File: config.mk
export PLATFORM = sky130hd
export DESIGN_NAME = vlane_driver
export DESIGN_NICKNAME = d
export VERILOG_FILES = /design/src/vlane_pkg.sv /design/src/vlane_driver.sv /design/src/vseq_fsm.sv /design/src/vlane_valid_gen.sv /design/src/vbwen_gen.sv /design/src/vaddr_counter.sv
export VERILOG_INCLUDE_DIRS = /design/src
export SDC_FILE = /design/constraint.sdc
export NUM_CORES = 1
export LEC_CHECK = 0
export BUFFER_PORTS_ARGS = -buffer_cell sky130_fd_sc_hd__buf_4
export CAP_MARGIN = 5
export CORE_ASPECT_RATIO = 0.75
export CORE_UTILIZATION = 48
export CTS_CLUSTER_DIAMETER = 120
export CTS_CLUSTER_SIZE = 14
export DETAILED_ROUTE_END_ITERATION = 7
export GPL_ROUTABILITY_DRIVEN = 0
export HOLD_SLACK_MARGIN = 0.06
export PLACE_DENSITY = 0.76
export SETUP_SLACK_MARGIN = 0.4
export SYNTH_ARGS = -nofsm -noshare
export SYNTH_HDL_FRONTEND = slang
export SYNTH_SLANG_ARGS = --single-unit
File: constraint.sdc
create_clock -name clk_i -period 2.9 [get_ports clk_i]
set_clock_uncertainty 0.15 [all_clocks]
set_input_delay 0.435 -clock clk_i [delete_from_list [all_inputs] [get_ports clk_i]]
set_output_delay 0.435 -clock clk_i [all_outputs]
set_load 0.005 [all_outputs]
File: src/vlane_settings.svh
`ifndef VLANE_SETTINGS_SVH
`define VLANE_SETTINGS_SVH

////////////////////////////////////////////////////////////
// Lane group geometry
////////////////////////////////////////////////////////////

// Lanes served by one sequencer
`define VLANE_NUM 8

// VRF words per lane
`define VLANE_MEM_DEPTH 512

// Most elements one lane can hold
`define VLANE_MAX_VL_PER_LANE 256

////////////////////////////////////////////////////////////
// Instruction decode
////////////////////////////////////////////////////////////

// Instruction type count, reserved types included
`define VLANE_INST_TYPE_NUM 7

`endif
File: src/vlane_pkg.sv
`include "vlane_settings.svh"

package vlane_pkg;

    ////////////////////////////////////////////////////////////
    // Widths with a meaning
    ////////////////////////////////////////////////////////////

    typedef logic [$clog2(`VLANE_MEM_DEPTH)-1:0] vrf_addr_t;   // One VRF word address
    typedef logic [$clog2(`VLANE_NUM*`VLANE_MAX_VL_PER_LANE)-1:0] vl_t;
    typedef logic [$clog2(`VLANE_MAX_VL_PER_LANE):0] lane_cnt_t; // Spare bit on top
    typedef logic [3:0] bwen_t;                                 // Bytes of a 32-bit word
    typedef logic [`VLANE_NUM-1:0] lane_mask_t;

    // Element width code, 0 byte, 1 halfword, 2 word
    typedef logic [1:0] width_t;

    ////////////////////////////////////////////////////////////
    // Enums
    ////////////////////////////////////////////////////////////

    // Encoding follows the issue stage, reduction and slide reserved
    typedef enum logic [$clog2(`VLANE_INST_TYPE_NUM)-1:0] {
        NORMAL,
        REDUCTION,
        STORE,
        INDEXED_STORE,
        LOAD,
        INDEXED_LOAD,
        SLIDE
    } inst_type_e;

    typedef enum logic [1:0] {
        IDLE,
        NORMAL_MODE,
        READ_MODE,
        LOAD_MODE
    } seq_state_e;

endpackage

File: src/vlane_driver.sv
`timescale 1ns/1ns

`include "vlane_settings.svh"

module vlane_driver (
    input  logic                                  clk_i,
    input  logic                                  rst_i,
    input  logic                                  start_i,
    output logic                                  ready_o,
    input  vlane_pkg::vl_t                        vl_i,
    input  vlane_pkg::width_t                     vsew_i,
    input  logic [1:0]                            wdata_width_i,
    input  vlane_pkg::inst_type_e                 inst_type_i,
    input  vlane_pkg::lane_cnt_t                  inst_delay_i,
    input  logic                                  vector_mask_i,
    input  vlane_pkg::vrf_addr_t                  vrf_starting_waddr_i,
    input  vlane_pkg::vrf_addr_t [2:0]            vrf_starting_raddr_i,
    input  logic                                  load_last_i,
    input  vlane_pkg::bwen_t [`VLANE_NUM-1:0]     load_bwen_i,
    output vlane_pkg::vrf_addr_t [2:0]            vrf_raddr_o,
    output vlane_pkg::vrf_addr_t                  vrf_waddr_o,
    output vlane_pkg::bwen_t [`VLANE_NUM-1:0]     vrf_bwen_o,
    output vlane_pkg::lane_mask_t                 read_data_valid_o,
    output vlane_pkg::lane_cnt_t                  vmrf_addr_o,
    output logic                                  vmrf_wen_o,
    output logic                                  store_data_valid_o,
    output logic                                  store_load_index_valid_o,
    output logic                                  ready_for_load_o,
    output logic                                  request_write_control_o
);

    logic              load;
    logic              rd_step;
    logic              wr_en;
    logic              ld_mode;
    logic              word_done;
    logic              wr_step;
    vlane_pkg::bwen_t  gen_bwen;
    vlane_pkg::width_t vsew_q;
    logic [1:0]        wdata_width_q;

    // Widths held for the whole instruction
    always_ff @(posedge clk_i) begin
        if (!rst_i) begin
            vsew_q        <= '0;
            wdata_width_q <= '0;
        end else if (load) begin
            vsew_q        <= vsew_i;
            wdata_width_q <= wdata_width_i;
        end
    end

    vseq_fsm u_seq (
        .clk_i(clk_i), .rst_i(rst_i), .start_i(start_i),
        .inst_type_i(inst_type_i), .inst_delay_i(inst_delay_i), .vl_i(vl_i),
        .vector_mask_i(vector_mask_i), .load_last_i(load_last_i),
        .ready_o(ready_o), .load_o(load), .rd_step_o(rd_step), .wr_en_o(wr_en),
        .ld_mode_o(ld_mode), .vmrf_addr_o(vmrf_addr_o), .vmrf_wen_o(vmrf_wen_o),
        .store_data_valid_o(store_data_valid_o),
        .store_load_index_valid_o(store_load_index_valid_o),
        .ready_for_load_o(ready_for_load_o),
        .request_write_control_o(request_write_control_o)
    );

    ////////////////////////////////////////////////////////////
    // Address counters
    ////////////////////////////////////////////////////////////

    for (genvar p = 0; p < 3; p++) begin : g_raddr
        vaddr_counter u_raddr (
            .clk_i(clk_i), .rst_i(rst_i), .load_i(load),
            .start_addr_i(vrf_starting_raddr_i[p]), .width_i(vsew_q),
            .step_i(rd_step), .addr_o(vrf_raddr_o[p])
        );
    end

    assign wr_step = ld_mode | word_done;   // Loads write one word per beat

    vaddr_counter u_waddr (
        .clk_i(clk_i), .rst_i(rst_i), .load_i(load),
        .start_addr_i(vrf_starting_waddr_i), .width_i(2'd2),
        .step_i(wr_step), .addr_o(vrf_waddr_o)
    );

    ////////////////////////////////////////////////////////////
    // Byte enables and read valids
    ////////////////////////////////////////////////////////////

    vbwen_gen u_bwen (
        .clk_i(clk_i), .rst_i(rst_i), .en_i(wr_en), .wdata_width_i(wdata_width_q),
        .bwen_o(gen_bwen), .word_done_o(word_done)
    );

    always_comb begin
        for (int l = 0; l < `VLANE_NUM; l++) begin
            vrf_bwen_o[l] = ld_mode ? load_bwen_i[l] : gen_bwen;
        end
    end

    vlane_valid_gen u_valid (
        .clk_i(clk_i), .rst_i(rst_i), .load_i(load), .vl_i(vl_i),
        .shift_i(rd_step), .valid_o(read_data_valid_o)
    );

endmodule

File: src/vseq_fsm.sv
`timescale 1ns/1ns

`include "vlane_settings.svh"

module vseq_fsm (
    input  logic                   clk_i,
    input  logic                   rst_i,
    input  logic                   start_i,
    input  vlane_pkg::inst_type_e  inst_type_i,
    input  vlane_pkg::lane_cnt_t   inst_delay_i,
    input  vlane_pkg::vl_t         vl_i,
    input  logic                   vector_mask_i,
    input  logic                   load_last_i,
    output logic                   ready_o,
    output logic                   load_o,
    output logic                   rd_step_o,
    output logic                   wr_en_o,
    output logic                   ld_mode_o,
    output vlane_pkg::lane_cnt_t   vmrf_addr_o,
    output logic                   vmrf_wen_o,
    output logic                   store_data_valid_o,
    output logic                   store_load_index_valid_o,
    output logic                   ready_for_load_o,
    output logic                   request_write_control_o
);

    localparam int LANE_BITS = $clog2(`VLANE_NUM);
    localparam int CNT_W     = $bits(vlane_pkg::lane_cnt_t) + 1;  // Delay plus read limit

    vlane_pkg::seq_state_e state_q, next_state;
    vlane_pkg::inst_type_e type_q;
    vlane_pkg::lane_cnt_t  inst_delay_q;
    vlane_pkg::lane_cnt_t  rlimit_q;
    vlane_pkg::lane_cnt_t  rlimit;
    vlane_pkg::lane_cnt_t  mask_cnt;
    logic                  mask_q;
    logic                  pending_q;     // Accepted, mode not entered yet
    logic                  accept;
    logic [CNT_W-1:0]      main_cnt;
    logic [CNT_W-1:0]      normal_last;
    logic [CNT_W-1:0]      read_last;

    ////////////////////////////////////////////////////////////
    // Acceptance and capture
    ////////////////////////////////////////////////////////////

    assign accept = start_i & ready_o;
    assign load_o = accept;

    // ceil(vl / lanes)
    assign rlimit = vlane_pkg::lane_cnt_t'(vl_i >> LANE_BITS)
                  + vlane_pkg::lane_cnt_t'(|vl_i[LANE_BITS-1:0]);

    always_ff @(posedge clk_i) begin
        if (accept) begin
            type_q       <= inst_type_i;
            inst_delay_q <= inst_delay_i;
            mask_q       <= vector_mask_i;
            rlimit_q     <= rlimit;
        end
    end

    always_ff @(posedge clk_i) begin
        if (!rst_i) begin
            pending_q <= 1'b0;
            ready_o   <= 1'b1;
        end else begin
            pending_q <= accept;
            if (accept) begin
                ready_o <= 1'b0;
            end else if ((state_q != vlane_pkg::IDLE || pending_q) &&
                         next_state == vlane_pkg::IDLE) begin
                ready_o <= 1'b1;     // Mode done or type rejected
            end
        end
    end

    ////////////////////////////////////////////////////////////
    // Counters
    ////////////////////////////////////////////////////////////

    assign normal_last = {1'b0, inst_delay_q} + {1'b0, rlimit_q} - 1'b1;
    assign read_last   = {1'b0, rlimit_q} - 1'b1;

    always_ff @(posedge clk_i) begin
        if (!rst_i) begin
            main_cnt <= '0;
            mask_cnt <= '0;
        end else if (state_q == vlane_pkg::IDLE) begin
            main_cnt <= '0;
            mask_cnt <= '0;
        end else begin
            main_cnt <= main_cnt + 1'b1;     // One per mode cycle
            if (wr_en_o) begin
                mask_cnt <= mask_cnt + 1'b1;
            end
        end
    end

    ////////////////////////////////////////////////////////////
    // State machine
    ////////////////////////////////////////////////////////////

    always_ff @(posedge clk_i) begin
        if (!rst_i) begin
            state_q <= vlane_pkg::IDLE;
        end else begin
            state_q <= next_state;
        end
    end

    always_comb begin
        next_state = state_q;
        case (state_q)
            vlane_pkg::IDLE: begin
                if (pending_q) begin
                    case (type_q)
                        vlane_pkg::NORMAL:        next_state = vlane_pkg::NORMAL_MODE;
                        vlane_pkg::STORE,
                        vlane_pkg::INDEXED_STORE,
                        vlane_pkg::INDEXED_LOAD:  next_state = vlane_pkg::READ_MODE;
                        vlane_pkg::LOAD:          next_state = vlane_pkg::LOAD_MODE;
                        default:                  next_state = vlane_pkg::IDLE;
                    endcase
                end
            end
            vlane_pkg::NORMAL_MODE: begin
                if (main_cnt == normal_last) begin
                    next_state = vlane_pkg::IDLE;
                end
            end
            vlane_pkg::READ_MODE: begin
                if (main_cnt == read_last) begin
                    next_state = vlane_pkg::IDLE;
                end
            end
            vlane_pkg::LOAD_MODE: begin
                if (load_last_i) begin
                    next_state = vlane_pkg::IDLE;   // Last beat written this cycle
                end
            end
            default: next_state = vlane_pkg::IDLE;
        endcase
    end

    ////////////////////////////////////////////////////////////
    // Outputs
    ////////////////////////////////////////////////////////////

    assign rd_step_o = (state_q == vlane_pkg::NORMAL_MODE) ||
                       (state_q == vlane_pkg::READ_MODE);
    assign wr_en_o   = (state_q == vlane_pkg::NORMAL_MODE) &&
                       (main_cnt >= {1'b0, inst_delay_q});
    assign ld_mode_o = (state_q == vlane_pkg::LOAD_MODE);

    assign vmrf_addr_o = mask_cnt;
    assign vmrf_wen_o  = wr_en_o & mask_q;

    assign store_data_valid_o = (state_q == vlane_pkg::READ_MODE) &&
                                (type_q == vlane_pkg::STORE ||
                                 type_q == vlane_pkg::INDEXED_STORE);
    assign store_load_index_valid_o = (state_q == vlane_pkg::READ_MODE) &&
                                      (type_q == vlane_pkg::INDEXED_STORE ||
                                       type_q == vlane_pkg::INDEXED_LOAD);

    assign ready_for_load_o        = ld_mode_o;
    assign request_write_control_o = ld_mode_o;   // Load unit owns the write data

    // Only an idle sequencer with nothing in flight may take a start
    a_no_busy_accept : assert property (@(posedge clk_i) disable iff (!rst_i)
        accept |-> (state_q == vlane_pkg::IDLE && !pending_q));

    a_no_reserved_type : assert property (@(posedge clk_i) disable iff (!rst_i)
        accept |=> !(type_q inside {vlane_pkg::REDUCTION, vlane_pkg::SLIDE}));

endmodule

File: src/vlane_valid_gen.sv
`timescale 1ns/1ns

`include "vlane_settings.svh"

module vlane_valid_gen (
    input  logic                  clk_i,
    input  logic                  rst_i,
    input  logic                  load_i,
    input  vlane_pkg::vl_t        vl_i,
    input  logic                  shift_i,
    output vlane_pkg::lane_mask_t valid_o
);

    localparam vlane_pkg::vl_t LANES = `VLANE_NUM;

    vlane_pkg::vl_t remain_q;   // Elements not yet issued to the lanes

    ////////////////////////////////////////////////////////////
    // Remaining length, one row of lanes per shift
    ////////////////////////////////////////////////////////////

    always_ff @(posedge clk_i) begin
        if (!rst_i) begin
            remain_q <= '0;
        end else if (load_i) begin
            remain_q <= vl_i;
        end else if (shift_i) begin
            if (remain_q > LANES) begin
                remain_q <= remain_q - LANES;
            end else begin
                remain_q <= '0;     // Partial or empty last row
            end
        end
    end

    // Lane l valid while its index is below the remainder
    always_comb begin
        for (int l = 0; l < `VLANE_NUM; l++) begin
            valid_o[l] = shift_i && (vlane_pkg::vl_t'(l) < remain_q);
        end
    end

endmodule

File: src/vbwen_gen.sv
`timescale 1ns/1ns

module vbwen_gen (
    input  logic              clk_i,
    input  logic              rst_i,
    input  logic              en_i,
    input  logic [1:0]        wdata_width_i,   // 1 byte, 2 half, 3 word
    output vlane_pkg::bwen_t  bwen_o,
    output logic              word_done_o
);

    logic [3:0]       shift4_q;
    logic [1:0]       shift2_q;
    vlane_pkg::bwen_t pattern;
    logic             last;

    ////////////////////////////////////////////////////////////
    // Rotating patterns
    ////////////////////////////////////////////////////////////

    always_ff @(posedge clk_i) begin
        if (!rst_i) begin
            shift4_q <= 4'b0001;
            shift2_q <= 2'b01;
        end else if (en_i) begin
            shift4_q <= {shift4_q[2:0], shift4_q[3]};
            shift2_q <= {shift2_q[0], shift2_q[1]};
        end else begin
            // Next window starts from the low byte again
            shift4_q <= 4'b0001;
            shift2_q <= 2'b01;
        end
    end

    always_comb begin
        case (wdata_width_i)
            2'd1: begin
                pattern = shift4_q;
                last    = shift4_q[3];
            end
            2'd2: begin
                pattern = {{2{shift2_q[1]}}, {2{shift2_q[0]}}};
                last    = shift2_q[1];
            end
            2'd3: begin
                pattern = 4'b1111;
                last    = 1'b1;
            end
            default: begin
                pattern = '0;
                last    = 1'b0;
            end
        endcase
    end

    assign bwen_o      = en_i ? pattern : '0;
    assign word_done_o = en_i & last;   // Steps the write address

    a_byte_onehot : assert property (@(posedge clk_i) disable iff (!rst_i)
        (wdata_width_i == 2'd1) |-> $onehot0(bwen_o));

endmodule

File: src/vaddr_counter.sv
`timescale 1ns/1ns

module vaddr_counter (
    input  logic                  clk_i,
    input  logic                  rst_i,
    input  logic                  load_i,
    input  vlane_pkg::vrf_addr_t  start_addr_i,
    input  vlane_pkg::width_t     width_i,
    input  logic                  step_i,
    output vlane_pkg::vrf_addr_t  addr_o
);

    ////////////////////////////////////////////////////////////
    // Word address and element position inside the word
    ////////////////////////////////////////////////////////////

    vlane_pkg::vrf_addr_t addr_q;
    logic [1:0]           sub_q;     // Elements already taken from this word
    logic                 wrap;

    // Last element of the word reached for this width
    always_comb begin
        case (width_i)
            2'd0:    wrap = (sub_q == 2'd3);  // Four bytes
            2'd1:    wrap = sub_q[0];         // Two halfwords
            default: wrap = 1'b1;             // One word
        endcase
    end

    always_ff @(posedge clk_i) begin
        if (!rst_i) begin
            addr_q <= '0;
            sub_q  <= '0;
        end else if (load_i) begin
            addr_q <= start_addr_i;
            sub_q  <= '0;
        end else if (step_i) begin
            if (wrap) begin
                sub_q  <= '0;
                addr_q <= addr_q + 1'b1;
            end else begin
                sub_q <= sub_q + 2'd1;
            end
        end
    end

    assign addr_o = addr_q;

endmodule

## Yosys cells after proc, flatten, opt, wreduce, memory -nomap -nowiden

Index checks and enable logic that the tools add are counted.

| word-level totals | value |
|---|---|
| output and inout bits | 91 |
| input bits | 100 |
| logic and storage cells | 140 |
| flip-flop bits (word level) | 108 |

| operators by class | value |
|---|---|
| reduce and logical (&&, ||, !) cells | 35 |
| order comparisons | 10 |
| muxes and demuxes | 39 |
| eq/ne operators | 16 |
| add/sub/neg operators | 14 |
| bitwise operators | 5 |

Operator list:

| cell | count |
|---|---|
| two-way mux 9 bit | 11 |
| adder 9 x 1 -> 9 bit (second input constant) | 5 |
| less-than comparator 3 x 11 -> 1 bit (first input constant) | 4 |
| two-way mux 4 bit | 9 |
| two-way mux 11 bit | 3 |
| less-than comparator 1 x 11 -> 1 bit (first input constant) | 2 |
| less-than comparator 2 x 11 -> 1 bit (first input constant) | 2 |
| == test 10 bit | 2 |
| == test 2 bit (second input constant) | 7 |
| two-way mux 2 bit | 7 |
| nonzero test 2 bit | 7 |
| logical AND 1 bit | 12 |
| case mux 4 bit (3 select lines) | 1 |
| greater-than comparator 11 x 4 -> 1 bit (second input constant) | 1 |
| subtractor 11 x 4 -> 11 bit (second input constant) | 1 |
| adder 10 x 1 -> 10 bit (second input constant) | 1 |
| adder 9 x 9 -> 10 bit | 1 |
| greater-or-equal comparator 10 x 9 -> 1 bit | 1 |
| subtractor 10 x 1 -> 10 bit (second input constant) | 1 |
| subtractor 9 x 1 -> 10 bit (second input constant) | 1 |
| adder 8 x 1 -> 9 bit | 1 |
| case mux 2 bit (4 select lines) | 1 |
| AND reduction 2 bit | 4 |
| adder 2 x 1 -> 2 bit (second input constant) | 3 |
| 15 further kinds | 31 |

## Longest topological paths before layout

Gate-level depths: netlist of the first run.

| logic depth | value |
|---|---|
| word-level depth | 9 |
| gate-level depth with buffers | 13 |
| depth with buffers taken out | 13 |

## By module

Synthesis of the first run repeated with hierarchy kept, for this count alone.

| second synthesis, totals | value |
|---|---|
| cell total of the unflattened synthesis | 907 |
| area total of the unflattened synthesis | 7677.4 µm² |

By module, submodules not included:

| module | times used | area each (µm²) | cells each | seq. area each (µm²) |
|---|---|---|---|---|
| vseq_fsm | 1 | 3193.1 | 335 | 1121.1 |
| vaddr_counter | 4 | 733.2 | 89 | 220.2 |
| vlane_valid_gen | 1 | 785.8 | 100 | 220.2 |
| vlane_driver | 1 | 545.5 | 92 | 80.1 |
| vbwen_gen | 1 | 220.2 | 24 | 120.1 |

## Worst setup path before layout of the first run

No wires, ideal clock.

| timing path | value |
|---|---|
| path kind | reg-to-output |
| start | register u_seq.main_cnt[4] |
| end | output port vrf_bwen_o[10] (netlist bit) |
| data arrival time | 2381 ps |
| slack | -66 ps |
| stages on the path, launching flop included | 9 |
| cells stage by stage | dfxtp_1 > ha_1 > a21o_1 > a2111oi_0 > o21ai_1 > a211oi_1 > clkbuf_1 > a2111o_1 > nand2_1 |

RTL lines:

| what | line | RTL |
|---|---|---|
| start: declaration | vseq_fsm.sv:39 | `logic [CNT_W-1:0] main_cnt;` |
| start signal: assignment | vseq_fsm.sv:93 | `main_cnt <= main_cnt + 1'b1;` |
| end: declaration | vlane_driver.sv:22 | `` output vlane_pkg::bwen_t [`VLANE_NUM-1:0] vrf_bwen_o, `` |

==> summary.md, run 1 <==
### Worst setup path
- Setup crit end kind: primary output
- destination of the worst register-to-register timing path: u_seq.state_q[0]
- worst r2r src: u_seq.inst_delay_q[4]
- number of gates on the worst path with buffers counted: 11
- CP most frequent cell: sky130_fd_sc_hd__buf_4
- slowest stage cell on the critical path: sky130_fd_sc_hd__edfxtp_1
- worst reg2reg setup slack: -0.20 ns
- Critical Path Fanout Max: 5
- critical path class: flip-flop to primary output
- data required time at the worst endpoint: 2.32 ns
- kind of launch point of the worst setup path: flip-flop
- family with the most delay on the worst path: compound AO/OA/AOI/OAI gates
- sequence of cells on the critical path: inv_2, ha_4, a21o_1, a2111oi_4, o21ai_2, buf_4, a311oi_4, buf_4, buf_12, a21oi_2, buf_4
- number of cell instances on the worst register-to-register path: 13
- crit path buf inv count: 5
- endpoint arrival time on the critical path: 2.59 ns
- maximum single-stage delay on the critical path: 0.39 ns

### Clock network
- clock transition time at the flip-flop clock pins of the worst setup and hold paths: 0.07 ns
- clock tree from TritonCTS: yes
- CTS Root Cell: sky130_fd_sc_hd__clkbuf_16
- Clock Path Buffers: 2
- hold bufs inserted after CTS: 0
- clock latency reported for the late side of the worst-skew pair: 0.35 ns
- clock sink count: 108
- H-Tree Level Count: 3
- CTS buffer count: 9

### Final layout
- area grow syn2layout: 43.4%
- number of diodes: 0
- final standard cell area without fillers: 0.00930 mm^2
- fraction of final layout cells with drive strength greater than 1: 33.9%
- Post-Route Utilization: 71.0%
- post-route insts no fill: 1,185
- NumNets Final: 1,154

### Yosys
- post-synthesis area per instance: 8.37 um^2
- number of enable flip-flop cells after synthesis: 22
- most frequent cells after synthesis: sky130_fd_sc_hd__nand2_1, sky130_fd_sc_hd__dfxtp_1, sky130_fd_sc_hd__nor2_1
- distinct cell type count of the synthesized netlist: 69
- complex-gate fraction of the synthesized area: 16.5%
- fraction of synthesized area in multiplexers: 1.85%
- total standard cell area after synthesis: 0.00649 mm^2
- post-synth top area cell: sky130_fd_sc_hd__dfxtp_1
- sequential element share of the synthesized area: 36.7%
- post-synthesis share of cell area spent on and, or, nand and nor gates: 21.1%
- dominant combinational cell family by area after synthesis: simple AND/OR/NAND/NOR gates
- top-area cell type share of the netlist area: 26.5%
- synth top area cells: sky130_fd_sc_hd__dfxtp_1, sky130_fd_sc_hd__edfxtp_1, sky130_fd_sc_hd__ha_1
- synthesized net count: 920
- Synth Area in XOR/XNOR: 8.78%
- gate count of the mapped netlist: 775
- library cell with the highest instance count after synthesis: sky130_fd_sc_hd__nand2_1
- flip-flop and latch count after synthesis: 108
- Synth Area in Adders: 8.79%
- most used flip-flop cell after synthesis: sky130_fd_sc_hd__dfxtp_1
- number of warnings issued by yosys: 0
- share of flip-flops with an asynchronous set or reset after synthesis: 0%

### Place
- number of instances in the placed design: 1,144
- total half-perimeter wirelength after legalization and detailed placement: 13,300 um
- number of port buffers: 190
- Post-Place Cell Area: 0.00836 mm^2

### Floorplanning
- row count: 36
- die outline width: 136 um
- overall die area: 0.0140 mm^2
- core region area: 0.0131 mm^2
- Die Y-Extent: 103 um
- initial cell density of the core: 49.5%
- I/O pin count: 191

### Outcome
- result of the run: finished, violations left
- failing checks: negative setup slack

### STA
- pin slew with the least headroom to its limit: 0.672 ns
- final max-slew violation count: 0
- final count of hold timing violations: 0
- final hold slack: 0.109 ns
- final worst path period share: 109%
- number of failing setup endpoints in the final timing report: 39
- Final Critical Period: 3.17 ns
- Fmax: 0.315 GHz
- worst slew margin relative to its limit: 55.0%
- slack of the critical path: -0.270 ns
- setup repair after global routing missed its margin: yes

### Route
- WL per Instance: 15.7 um
- initial detailed-routing violation count: 414
- Via density: 5.49
- router iterations before antenna repair: 4
- wire length reported by the detailed router: 18,600 um
- Detail Route Antenna Nets: 0
- Post-route DRC: 0
- total vias in the final route: 6,503

### Min path
- cell depth of the worst hold path: 1
- class of the worst hold path: primary input to flip-flop
- Hold Path Sink: u_seq.type_q[2]
- worst hold start: inst_type_i[2]

### Power
- total design power: 4.09 mW
- worst vdd rail ir drop: 296 uV
- standby leakage power: 4.13 nW
- cell area power density: 439 mW/mm^2

### GRT
- grt total ovfl: 0
- overall routing resource usage: 25.3%
- global-route wire length before repair: 27,500 um
- via count of the first global-routing pass: 5,740
- largest net degree at the start of global routing: 49
- number of antenna violations at the first check in global routing: 0

### Run
- number of maximum-capacitance constraint violations: 0

## layout make-up
cell class,count,area [um^2]
Multi-Input combinational cell,571,4090
Fill cell,1056,3810
Sequential cell,108,2390
Timing Repair Buffer,256,2080
Clock buffer,10,250
Inverter,63,236
Tap cell,171,214
Clock inverter,6,43.8
## per-layer routing
layer  vias up  share of wire, %  wire (um)  track usage (%)
li1       3220                 -          -                -
met1      3015                44       8180             32.6
met2       238                47       8750             42.8
met3        30               7.3       1360             5.70
met4         0               1.9        345             6.92
met5         -                 0          0                0
## how the worst max path moves through the flow
stage | from | endpoint | slack [ns]
CTS | u_seq.inst_delay_q[4] | vrf_bwen_o[4] | -0.25
global route | u_seq.inst_delay_q[4] | vrf_bwen_o[4] | -0.38
floorplan | u_seq.rlimit_q[1] | u_seq.state_q[0] | 0.12
global placement | u_seq.rlimit_q[1] | u_seq.state_q[0] | -0.14
detailed placement | u_seq.rlimit_q[1] | u_seq.state_q[0] | -0.16
finish | u_seq.inst_delay_q[4] | vrf_bwen_o[7] | -0.27
## metrics by stage
step	worst slack, ns	TNS, ns
global route	-0.383	-12.77
finish	-0.270	-7.72
global placement	-0.143	-0.188
CTS	-0.253	-6.58
detailed placement	-0.163	-0.351
floorplan	0.119	0
## cell usage in the layout, fill, tap and decap left out, types with 12 or more instances in the layout
master                     Yosys  layout
sky130_fd_sc_hd__a211oi_1     27      26
sky130_fd_sc_hd__a21oi_1      41      31
sky130_fd_sc_hd__buf_4         2     228
sky130_fd_sc_hd__buf_6         1      23
sky130_fd_sc_hd__dfxtp_1      86      83
sky130_fd_sc_hd__edfxtp_1     22      22
sky130_fd_sc_hd__ha_1         44      36
sky130_fd_sc_hd__inv_1        62      55
sky130_fd_sc_hd__mux2i_1      12      12
sky130_fd_sc_hd__nand2_1      91      82
sky130_fd_sc_hd__nand3_1      31      31
sky130_fd_sc_hd__nand4_1      14      14
sky130_fd_sc_hd__nor2_1       68      67
sky130_fd_sc_hd__nor3_1       17      15
sky130_fd_sc_hd__o21ai_0      31      26
sky130_fd_sc_hd__xnor2_1      35      34
sky130_fd_sc_hd__xor2_1       30      29
## cell families (layout without fill, tap and decap cells)
family,Yosys count,in the layout
AND/OR/NAND/NOR,287,287
AO/OA/AOI/OAI,162,162
flip-flops,108,108
multiplexers,12,12
buffers and inverters,96,335
XOR/XNOR,65,65
adder cells (fa/ha/maj),45,45
## repair_timing
action	CTS	global route
buffers inserted	13	10
cloned	2	0
endpoints found under the setup margin	54	78
resized for setup	46	51
pin swaps	35	26
## sequential cells by signal, summed over array words and instances (netlist names)
| register | count |
|---|---|
| u_bwen.shift4_q | 4 |
| u_seq.type_q | 3 |
| u_seq.pending_q | 1 |
| u_seq.mask_q | 1 |
| u_valid.remain_q | 11 |
| g_raddr.u_raddr.sub_q | 6 |
| u_seq.main_cnt | 10 |
| g_raddr.u_raddr.addr_o | 27 |
| u_seq.ready_o | 1 |
| u_seq.inst_delay_q | 9 |
| u_seq.vmrf_addr_o | 9 |
| u_bwen.shift2_q | 2 |
| u_seq.rlimit_q | 9 |
| wdata_width_q | 2 |
| u_waddr.addr_o | 9 |
| u_seq.state_q | 2 |
| vsew_q | 2 |
## power by group
group	total, mW	internal (mW)	switching (mW)
clock	1.23	0.642	0.585
combinational	1.09	0.556	0.539
sequential	1.76	1.65	0.114
total	4.09	2.85	1.24
## worst register-to-register path, cell delays in order (launching register included)
cell                       delay [ns]
sky130_fd_sc_hd__edfxtp_1        0.35
sky130_fd_sc_hd__inv_2           0.05
sky130_fd_sc_hd__buf_4           0.13
sky130_fd_sc_hd__buf_6           0.11
sky130_fd_sc_hd__ha_4            0.25
sky130_fd_sc_hd__inv_2           0.04
sky130_fd_sc_hd__ha_4            0.14
sky130_fd_sc_hd__a21o_1          0.17
sky130_fd_sc_hd__or4_4           0.44
sky130_fd_sc_hd__o22ai_4         0.16
sky130_fd_sc_hd__xnor2_2         0.09
sky130_fd_sc_hd__o41ai_2         0.42
sky130_fd_sc_hd__a31oi_2         0.18
sky130_fd_sc_hd__a32o_1          0.31
Note: power is estimated with default switching activity, not from simulation.
==> run 2, diff against run 1 <==
- CORE_MARGIN: unset -> 4
- SETUP_SLACK_MARGIN: 0.4 -> 0.5
==> run 2 against run 1 <==
Core utilization is 1.2 points higher; via count is 0.71% higher; final area increased by 1.7%; sequential power about the same; the flow still finishes with violations (negative setup slack).
==> summary.md, run 2 (synthesis gave the netlist of run 1 again) <==
### Worst setup path
- Critical Path Fanout Max: 8, was 5
- sequence of cells on the critical path: inv_1, buf_4, ha_4, a2111oi_4, o21ai_2, a211oi_4, a2111o_1, nand2_1, buf_4, was inv_2, ha_4, a21o_1, a2111oi_4, o21ai_2, buf_4, a311oi_4, buf_4, buf_12, a21oi_2, buf_4
- kind of launch point of the worst setup path: flip-flop, unchanged
- maximum single-stage delay on the critical path: 0.38 ns, was 0.39 ns
- Setup crit end kind: primary output, unchanged
- family with the most delay on the worst path: compound AO/OA/AOI/OAI gates, unchanged
- slowest stage cell on the critical path: sky130_fd_sc_hd__edfxtp_1, unchanged
- data required time at the worst endpoint: 2.32 ns, about the same
- crit path buf inv count: 3, was 5
- critical path class: flip-flop to primary output, unchanged
- worst r2r src: u_seq.inst_delay_q[4], unchanged
- worst setup path start: u_seq.inst_delay_q[5], was u_seq.inst_delay_q[4]
- endpoint arrival time on the critical path: 2.52 ns, was 2.59 ns
- CP most frequent cell: sky130_fd_sc_hd__buf_4, unchanged

### Floorplanning
- Die Y-Extent: 109 um, was 103 um
- I/O pin count: 191, unchanged
- initial cell density of the core: 49.5%, unchanged
- row count: 36, unchanged
- die outline width: 142 um, was 136 um
- overall die area: 0.0155 mm^2, was 0.0140 mm^2
- core region area: 0.0131 mm^2, unchanged

### STA
- final worst path period share: 107%, was 109%
- Final Critical Period: 3.10 ns, was 3.17 ns
- slack of the critical path: -0.201 ns, was -0.270 ns
- final max-slew violation count: 0, unchanged
- setup repair after global routing missed its margin: yes, unchanged
- worst slew margin relative to its limit: 55.8%, was 55.0%
- final-layout setup total negative slack: -5.74 ns, was -7.72 ns
- Fmax: 0.322 GHz, was 0.315 GHz
- number of failing setup endpoints in the final timing report: 36, was 39
- pin slew with the least headroom to its limit: 0.660 ns, was 0.672 ns
- final count of hold timing violations: 0, unchanged

### GRT
- number of antenna violations at the first check in global routing: 0, unchanged
- largest net degree at the start of global routing: 49, unchanged
- global-route wire length before repair: 30,300 um, was 27,500 um
- via count of the first global-routing pass: 6,135, was 5,740
- overall routing resource usage: 24.1%, was 25.3%
- grt total ovfl: 0, unchanged

### Final layout
- area used by sequential logic in the layout: 0.00239 mm^2, about the same
- number of diodes: 0, unchanged
- count of filler cells inserted in the layout: 987, was 1,056
- NumNets Final: 1,156, was 1,154
- max FFs per register: 27, unchanged
- area used by multi-input combinational logic: 0.00424 mm^2, was 0.00409 mm^2
- fraction of final layout cells with drive strength greater than 1: 36.1%, was 33.9%
- post-route insts no fill: 1,187, was 1,185
- area grow syn2layout: 45.8%, was 43.4%
- commonest cells after routing, fill and taps aside: sky130_fd_sc_hd__buf_4, sky130_fd_sc_hd__dfxtp_1, sky130_fd_sc_hd__nand2_1, unchanged
- most common cell after layout, fill and taps aside: sky130_fd_sc_hd__buf_4, unchanged

### Route
- Detail Route Antenna Nets: 0, unchanged
- total vias in the final route: 6,549, was 6,503
- Via density: 5.52, was 5.49
- Post-route DRC: 0, unchanged
- wire length reported by the detailed router: 19,600 um, was 18,600 um
- initial detailed-routing violation count: 362, was 414
- WL per Instance: 16.5 um, was 15.7 um
- router iterations before antenna repair: 5, was 4

### Power
- cell area power density: 428 mW/mm^2, was 439 mW/mm^2
- worst vdd rail ir drop: 354 uV, was 296 uV
- standby leakage power: 4.20 nW, was 4.13 nW
- total design power: 4.05 mW, was 4.09 mW

### Clock network
- clock latency reported for the late side of the worst-skew pair: 0.35 ns, about the same
- clock sink count: 108, unchanged
- Clock Path Buffers: 2, unchanged
- CTS Root Cell: sky130_fd_sc_hd__clkbuf_16, unchanged
- hold bufs inserted after CTS: 0, unchanged
- clock tree from TritonCTS: yes, unchanged
- clock transition time at the flip-flop clock pins of the worst setup and hold paths: 0.07 ns, about the same
- H-Tree Level Count: 3, unchanged
- CTS buffer count: 9, unchanged

### Run
- number of maximum-capacitance constraint violations: 0, unchanged

### Min path
- worst hold start: inst_type_i[2], unchanged
- class of the worst hold path: primary input to flip-flop, unchanged

### Place
- total half-perimeter wirelength after legalization and detailed placement: 14,100 um, was 13,300 um
- number of instances in the placed design: 1,148, was 1,144
- number of port buffers: 190, unchanged

### Outcome
- result of the run: finished, violations left, unchanged
- failing checks: negative setup slack, unchanged

run 2: cell types whose count changed in the layout (fill, tap and decap cells not counted), sizes merged:
cell	previous run	this run
buf	256	258
clkbuf	10	11
clkinv	3	5
clkinvlp	1	0
inv	65	63
run 2: area by class of cell:
type,count,area share (%)
clock buffers,11,2.46
multi-input cells,571,44.8
clock inverters,5,0.397
well taps,171,2.26
repair buffers,258,22.3
inverters,63,2.50
flip-flops and latches,108,25.2
run 2: what timing repair did:
action | CTS | global route
cloned | 2 | 0
resized for setup | 73 | 58
endpoints found under the hold margin | 0 | 0
endpoints found under the setup margin | 69 | 80
pin swaps | 31 | 20
buffers inserted | 16 | 5
run 2: power by group:
group	switching, mW	total [mW]	internal (mW)
Combinational	0.562	1.13	0.569
Sequential	0.119	1.77	1.65
Clock	0.560	1.15	0.588
run 2: worst paths after layout:
| check | cells after the start | end | slack, ns |
|---|---|---|---|
| worst min-delay path | 1 | u_seq.type_q[2] | 0.11 |
| worst min register to register | 1 | u_bwen.shift2_q[0] | 0.32 |
| worst max register to register | 13 | u_seq.state_q[0] | -0.12 |
| worst max-delay path | 9 | vrf_bwen_o[30] | -0.20 |
run 2: routing by layer:
metal  GRT usage, %  routed length [um]  vias to the layer above
met4           5.00                 319                        0
met3           5.13                1620                       32
li1               -                   -                     3221
met5              0                   0                        -
met1           32.3                8420                     3032
met2           40.4                9260                      264
run 2: metrics by stage:
step	hold slack (ns)	cell area, um^2	setup WS [ns]	util [%]
finish	0.108	9460	-0.201	72.2
global route	0.104	9460	-0.347	72.2
CTS	0.101	9180	-0.258	70.0
detailed placement	0.280	8390	-0.172	64.0
global placement	0.276	8390	-0.130	64.0
floorplan	0.264	6570	0.119	-
==> run 3, diff against run 2 <==
- ABC_AREA: unset -> 1
- CORE_UTILIZATION: 48 -> 49
- PLACE_DENSITY: 0.76 -> 0.75
- SYNTH_HIERARCHICAL: unset -> 1
- TNS_END_PERCENT: unset -> 5
==> run 3 against run 2 <==
The run now ends clean; sequential power barely moved; register-to-register slack improved by 0.19 ns; sequential share of layout area fell by 1.2 points; cell count rose by 34%.
==> summary.md, run 3 <==
### Yosys
- distinct cell type count of the synthesized netlist: 46, was 69
- number of warnings issued by yosys: 6, was 0
- most frequent cells after synthesis: sky130_fd_sc_hd__nand2_1, sky130_fd_sc_hd__nor2_1, sky130_fd_sc_hd__inv_1, was sky130_fd_sc_hd__nand2_1, sky130_fd_sc_hd__dfxtp_1, sky130_fd_sc_hd__nor2_1
- Synth Area in XOR/XNOR: 3.25%, was 8.78%
- post-synth top area cell: sky130_fd_sc_hd__dfxtp_1, unchanged
- gate count of the mapped netlist: 1,171, was 775
- most used flip-flop cell after synthesis: sky130_fd_sc_hd__dfxtp_1, unchanged
- library cell with the highest instance count after synthesis: sky130_fd_sc_hd__nand2_1, unchanged
- total standard cell area after synthesis: 0.00770 mm^2, was 0.00649 mm^2
- post-synthesis area per instance: 6.58 um^2, was 8.37 um^2
- top-area cell type share of the netlist area: 22.9%, was 26.5%
- Synth Area in Adders: 7.73%, was 8.79%
- complex-gate fraction of the synthesized area: 10.2%, was 16.5%
- synth top area cells: sky130_fd_sc_hd__dfxtp_1, sky130_fd_sc_hd__nand2_1, sky130_fd_sc_hd__edfxtp_1, was sky130_fd_sc_hd__dfxtp_1, sky130_fd_sc_hd__edfxtp_1, sky130_fd_sc_hd__ha_1
- dominant combinational cell family by area after synthesis: simple AND/OR/NAND/NOR gates, unchanged
- number of enable flip-flop cells after synthesis: 22, unchanged
- flip-flop and latch count after synthesis: 110, was 108
- post-synthesis share of cell area spent on and, or, nand and nor gates: 37.2%, was 21.1%
- sequential element share of the synthesized area: 31.5%, was 36.7%
- fraction of synthesized area in multiplexers: 0%, was 1.85%
- share of flip-flops with an asynchronous set or reset after synthesis: 0%, unchanged

### Place
- total half-perimeter wirelength after legalization and detailed placement: 15,900 um, was 14,100 um
- number of port buffers: 190, unchanged
- pre-CTS setup slack: 0.110 ns, was -0.172 ns
- number of instances in the placed design: 1,569, was 1,148

### Min path
- class of the worst hold path: primary input to flip-flop, unchanged
- Hold Path Sink: u_seq/inst_delay_q[3], was u_seq.type_q[2]
- worst hold start: inst_delay_i[3], was inst_type_i[2]
- cell depth of the worst hold path: 1, unchanged

### GRT
- overall routing resource usage: 22.2%, was 24.1%
- global-route wire length before repair: 33,000 um, was 30,300 um
- grt total ovfl: 0, unchanged
- largest net degree at the start of global routing: 38, was 49
- number of antenna violations at the first check in global routing: 0, unchanged
- via count of the first global-routing pass: 7,253, was 6,135

### Clock network
- hold bufs inserted after CTS: 0, unchanged
- clock sink count: 110, was 108
- Clock Path Buffers: 2, unchanged
- CTS Root Cell: sky130_fd_sc_hd__clkbuf_16, unchanged
- H-Tree Level Count: 3, unchanged
- clock tree from TritonCTS: yes, unchanged
- clock latency reported for the late side of the worst-skew pair: 0.35 ns, about the same
- CTS buffer count: 9, unchanged
- clock transition time at the flip-flop clock pins of the worst setup and hold paths: 0.07 ns, about the same

### Power
- worst vdd rail ir drop: 286 uV, was 354 uV
- cell area power density: 422 mW/mm^2, was 428 mW/mm^2
- part of the total power dissipated in the clock network: 30.5%, was 28.3%
- switching power share of the total: 31.5%, was 30.7%
- net switching power: 1.34 mW, was 1.24 mW
- sequential share of power: 41.6%, was 43.7%
- internal power of the cells: 2.91 mW, was 2.81 mW
- standby leakage power: 4.82 nW, was 4.20 nW
- combinational cell fraction of total power: 27.9%, about the same

### Worst setup path
- number of cell instances on the worst register-to-register path: 23, was 13
- worst reg2reg setup slack: 0.07 ns, was -0.12 ns
- endpoint arrival time on the critical path: 2.31 ns, was 2.52 ns
- worst r2r src: u_seq/rlimit_q[1], was u_seq.inst_delay_q[4]
- Setup crit end kind: primary output, unchanged
- data required time at the worst endpoint: 2.32 ns, about the same
- kind of launch point of the worst setup path: flip-flop, unchanged
- Critical Path Fanout Max: 8, unchanged
- destination of the worst register-to-register timing path: u_seq/ready_o, was u_seq.state_q[0]
- critical path class: flip-flop to primary output, unchanged

### Route
- initial detailed-routing violation count: 476, was 362
- wire length reported by the detailed router: 21,000 um, was 19,600 um
- Detail Route Antenna Nets: 0, unchanged
- Post-route DRC: 0, unchanged
- router iterations before antenna repair: 5, unchanged
- WL per Instance: 13.2 um, was 16.5 um
- Via density: 5.04, was 5.52
- total vias in the final route: 8,022, was 6,549

### STA
- final count of hold timing violations: 0, unchanged
- final worst path period share: 99.7%, was 107%
- worst slew margin relative to its limit: 50.4%, was 55.8%
- final-layout setup total negative slack: 0 ns, was -5.74 ns
- slack of the critical path: 0.00916 ns, was -0.201 ns
- setup repair after global routing missed its margin: yes, unchanged
- number of failing setup endpoints in the final timing report: 0, was 36
- pin slew with the least headroom to its limit: 0.736 ns, was 0.660 ns
- Fmax: 0.346 GHz, was 0.322 GHz
- final max-slew violation count: 0, unchanged
- Final Critical Period: 2.89 ns, was 3.10 ns
- final hold slack: 0.106 ns, was 0.108 ns

### Final layout
- NumNets Final: 1,529, was 1,156
- area grow syn2layout: 30.9%, was 45.8%
- post-route insts no fill: 1,592, was 1,187
- max FFs per register: 27, unchanged
- number of diodes: 0, unchanged
- commonest cells after routing, fill and taps aside: sky130_fd_sc_hd__nand2_1, sky130_fd_sc_hd__buf_4, sky130_fd_sc_hd__nor2_1, was sky130_fd_sc_hd__buf_4, sky130_fd_sc_hd__dfxtp_1, sky130_fd_sc_hd__nand2_1
- fraction of final layout cells with drive strength greater than 1: 26.1%, was 36.1%
- most common cell after layout, fill and taps aside: sky130_fd_sc_hd__nand2_1, was sky130_fd_sc_hd__buf_4

### Floorplanning
- I/O pin count: 191, unchanged
- die outline width: 153 um, was 142 um
- core region area: 0.0153 mm^2, was 0.0131 mm^2
- row count: 39, was 36
- overall die area: 0.0178 mm^2, was 0.0155 mm^2
- Die Y-Extent: 117 um, was 109 um
- initial cell density of the core: 50.3%, was 49.5%

### Outcome
- result of the run: finished, final reports clean, was finished, violations left

### Run
- number of maximum-capacitance constraint violations: 0, unchanged

==> run 3: cell count changes in the layout (fill, tap and decap cells not counted), sizes merged, moves of 15 or more <==
| cell | delta |
|---|---|
| nand2 | +269 |
| inv | +109 |
| nor2 | +102 |
| nand3 | +49 |
| buf | -42 |
| a21oi | +29 |
| a211oi | -27 |
| xnor2 | -27 |
| and3 | -15 |
| o21ai | +15 |
==> run 3: how the worst max path moves through the flow <==
stage	to	startpoint	slack, ns	cells after the start
6_report	vrf_bwen_o[3]	u_seq/main_cnt[5]	0.009	13
2_1_floorplan	u_seq/ready_o	u_seq/rlimit_q[1]	0.33	19
3_3_place_gp	u_seq/ready_o	u_seq/rlimit_q[1]	0.18	19
4_1_cts	vrf_bwen_o[3]	u_seq/inst_delay_q[6]	0.03	14
5_1_grt	u_seq/ready_o	u_seq/rlimit_q[1]	-0.19	19
3_5_place_dp	u_seq/ready_o	u_seq/rlimit_q[1]	0.11	23
==> run 3: critical path, cell delays in order, from the launching register on <==
cell and delay (ns):
sky130_fd_sc_hd__dfxtp_1 0.38, sky130_fd_sc_hd__ha_4 0.32, sky130_fd_sc_hd__nand2_4 0.06, sky130_fd_sc_hd__nor4_4 0.26
sky130_fd_sc_hd__nand3_1 0.10, sky130_fd_sc_hd__nand4_1 0.12, sky130_fd_sc_hd__nand2_2 0.08, sky130_fd_sc_hd__inv_2 0.08
sky130_fd_sc_hd__inv_4 0.06, sky130_fd_sc_hd__a21oi_2 0.11, sky130_fd_sc_hd__buf_4 0.15, sky130_fd_sc_hd__nand2_8 0.07
sky130_fd_sc_hd__nand2_1 0.07, sky130_fd_sc_hd__buf_4 0.10
==> run 3: metrics by stage <==
stage                     utilization (%)  instance area [um^2]  power, mW
after global placement               61.4                  9410       2.89
after floorplan                         -                  7710       2.53
after CTS                            64.3                  9860       4.24
after global routing                 65.8                 10100       4.53
final                                65.8                 10100       4.25
after detailed placement             61.4                  9410       2.92
==> run 3: logic make-up after synthesis <==
family,Yosys count
flip-flops,110
other,2
adder cells (fa/ha/maj),47
XOR/XNOR,27
AO/OA/AOI/OAI,135
buffers and inverters,188
AND/OR/NAND/NOR,662
==> run 3: cell type report <==
cell class / instances / area (um^2)
Clock inverter: 3 / 20.0
Inverter: 171 / 647
Clock buffer: 13 / 303
Multi-Input combinational cell: 874 / 4790
Timing Repair Buffer: 216 / 1640
Fill cell: 1379 / 5240
Sequential cell: 110 / 2430
Tap cell: 205 / 256
==> run 3: repair_timing <==
| action | CTS | global route |
|---|---|---|
| cloned | 0 | 0 |
| setup buffers | 3 | 4 |
| gates resized for setup | 24 | 42 |
| pin swaps | 11 | 27 |
| endpoints found under the hold margin | 0 | 0 |
| endpoints found under the setup margin | 49 | 53 |
==> run 3: power groups by stage <==
stage               Clock [mW]  Combinational, mW  Sequential, mW
CTS                       1.34               1.14            1.77
detailed placement           0               1.12            1.80
finish                    1.30               1.18            1.77
floorplan                    0              0.748            1.78
global route              1.41               1.34            1.78
global placement             0               1.09            1.80
==> run 3: per-layer routing <==
layer	global-route usage [%]	wire, um
met5	0	0
met4	5.99	303
met3	5.56	1600
met2	37.0	9390
met1	29.2	9710
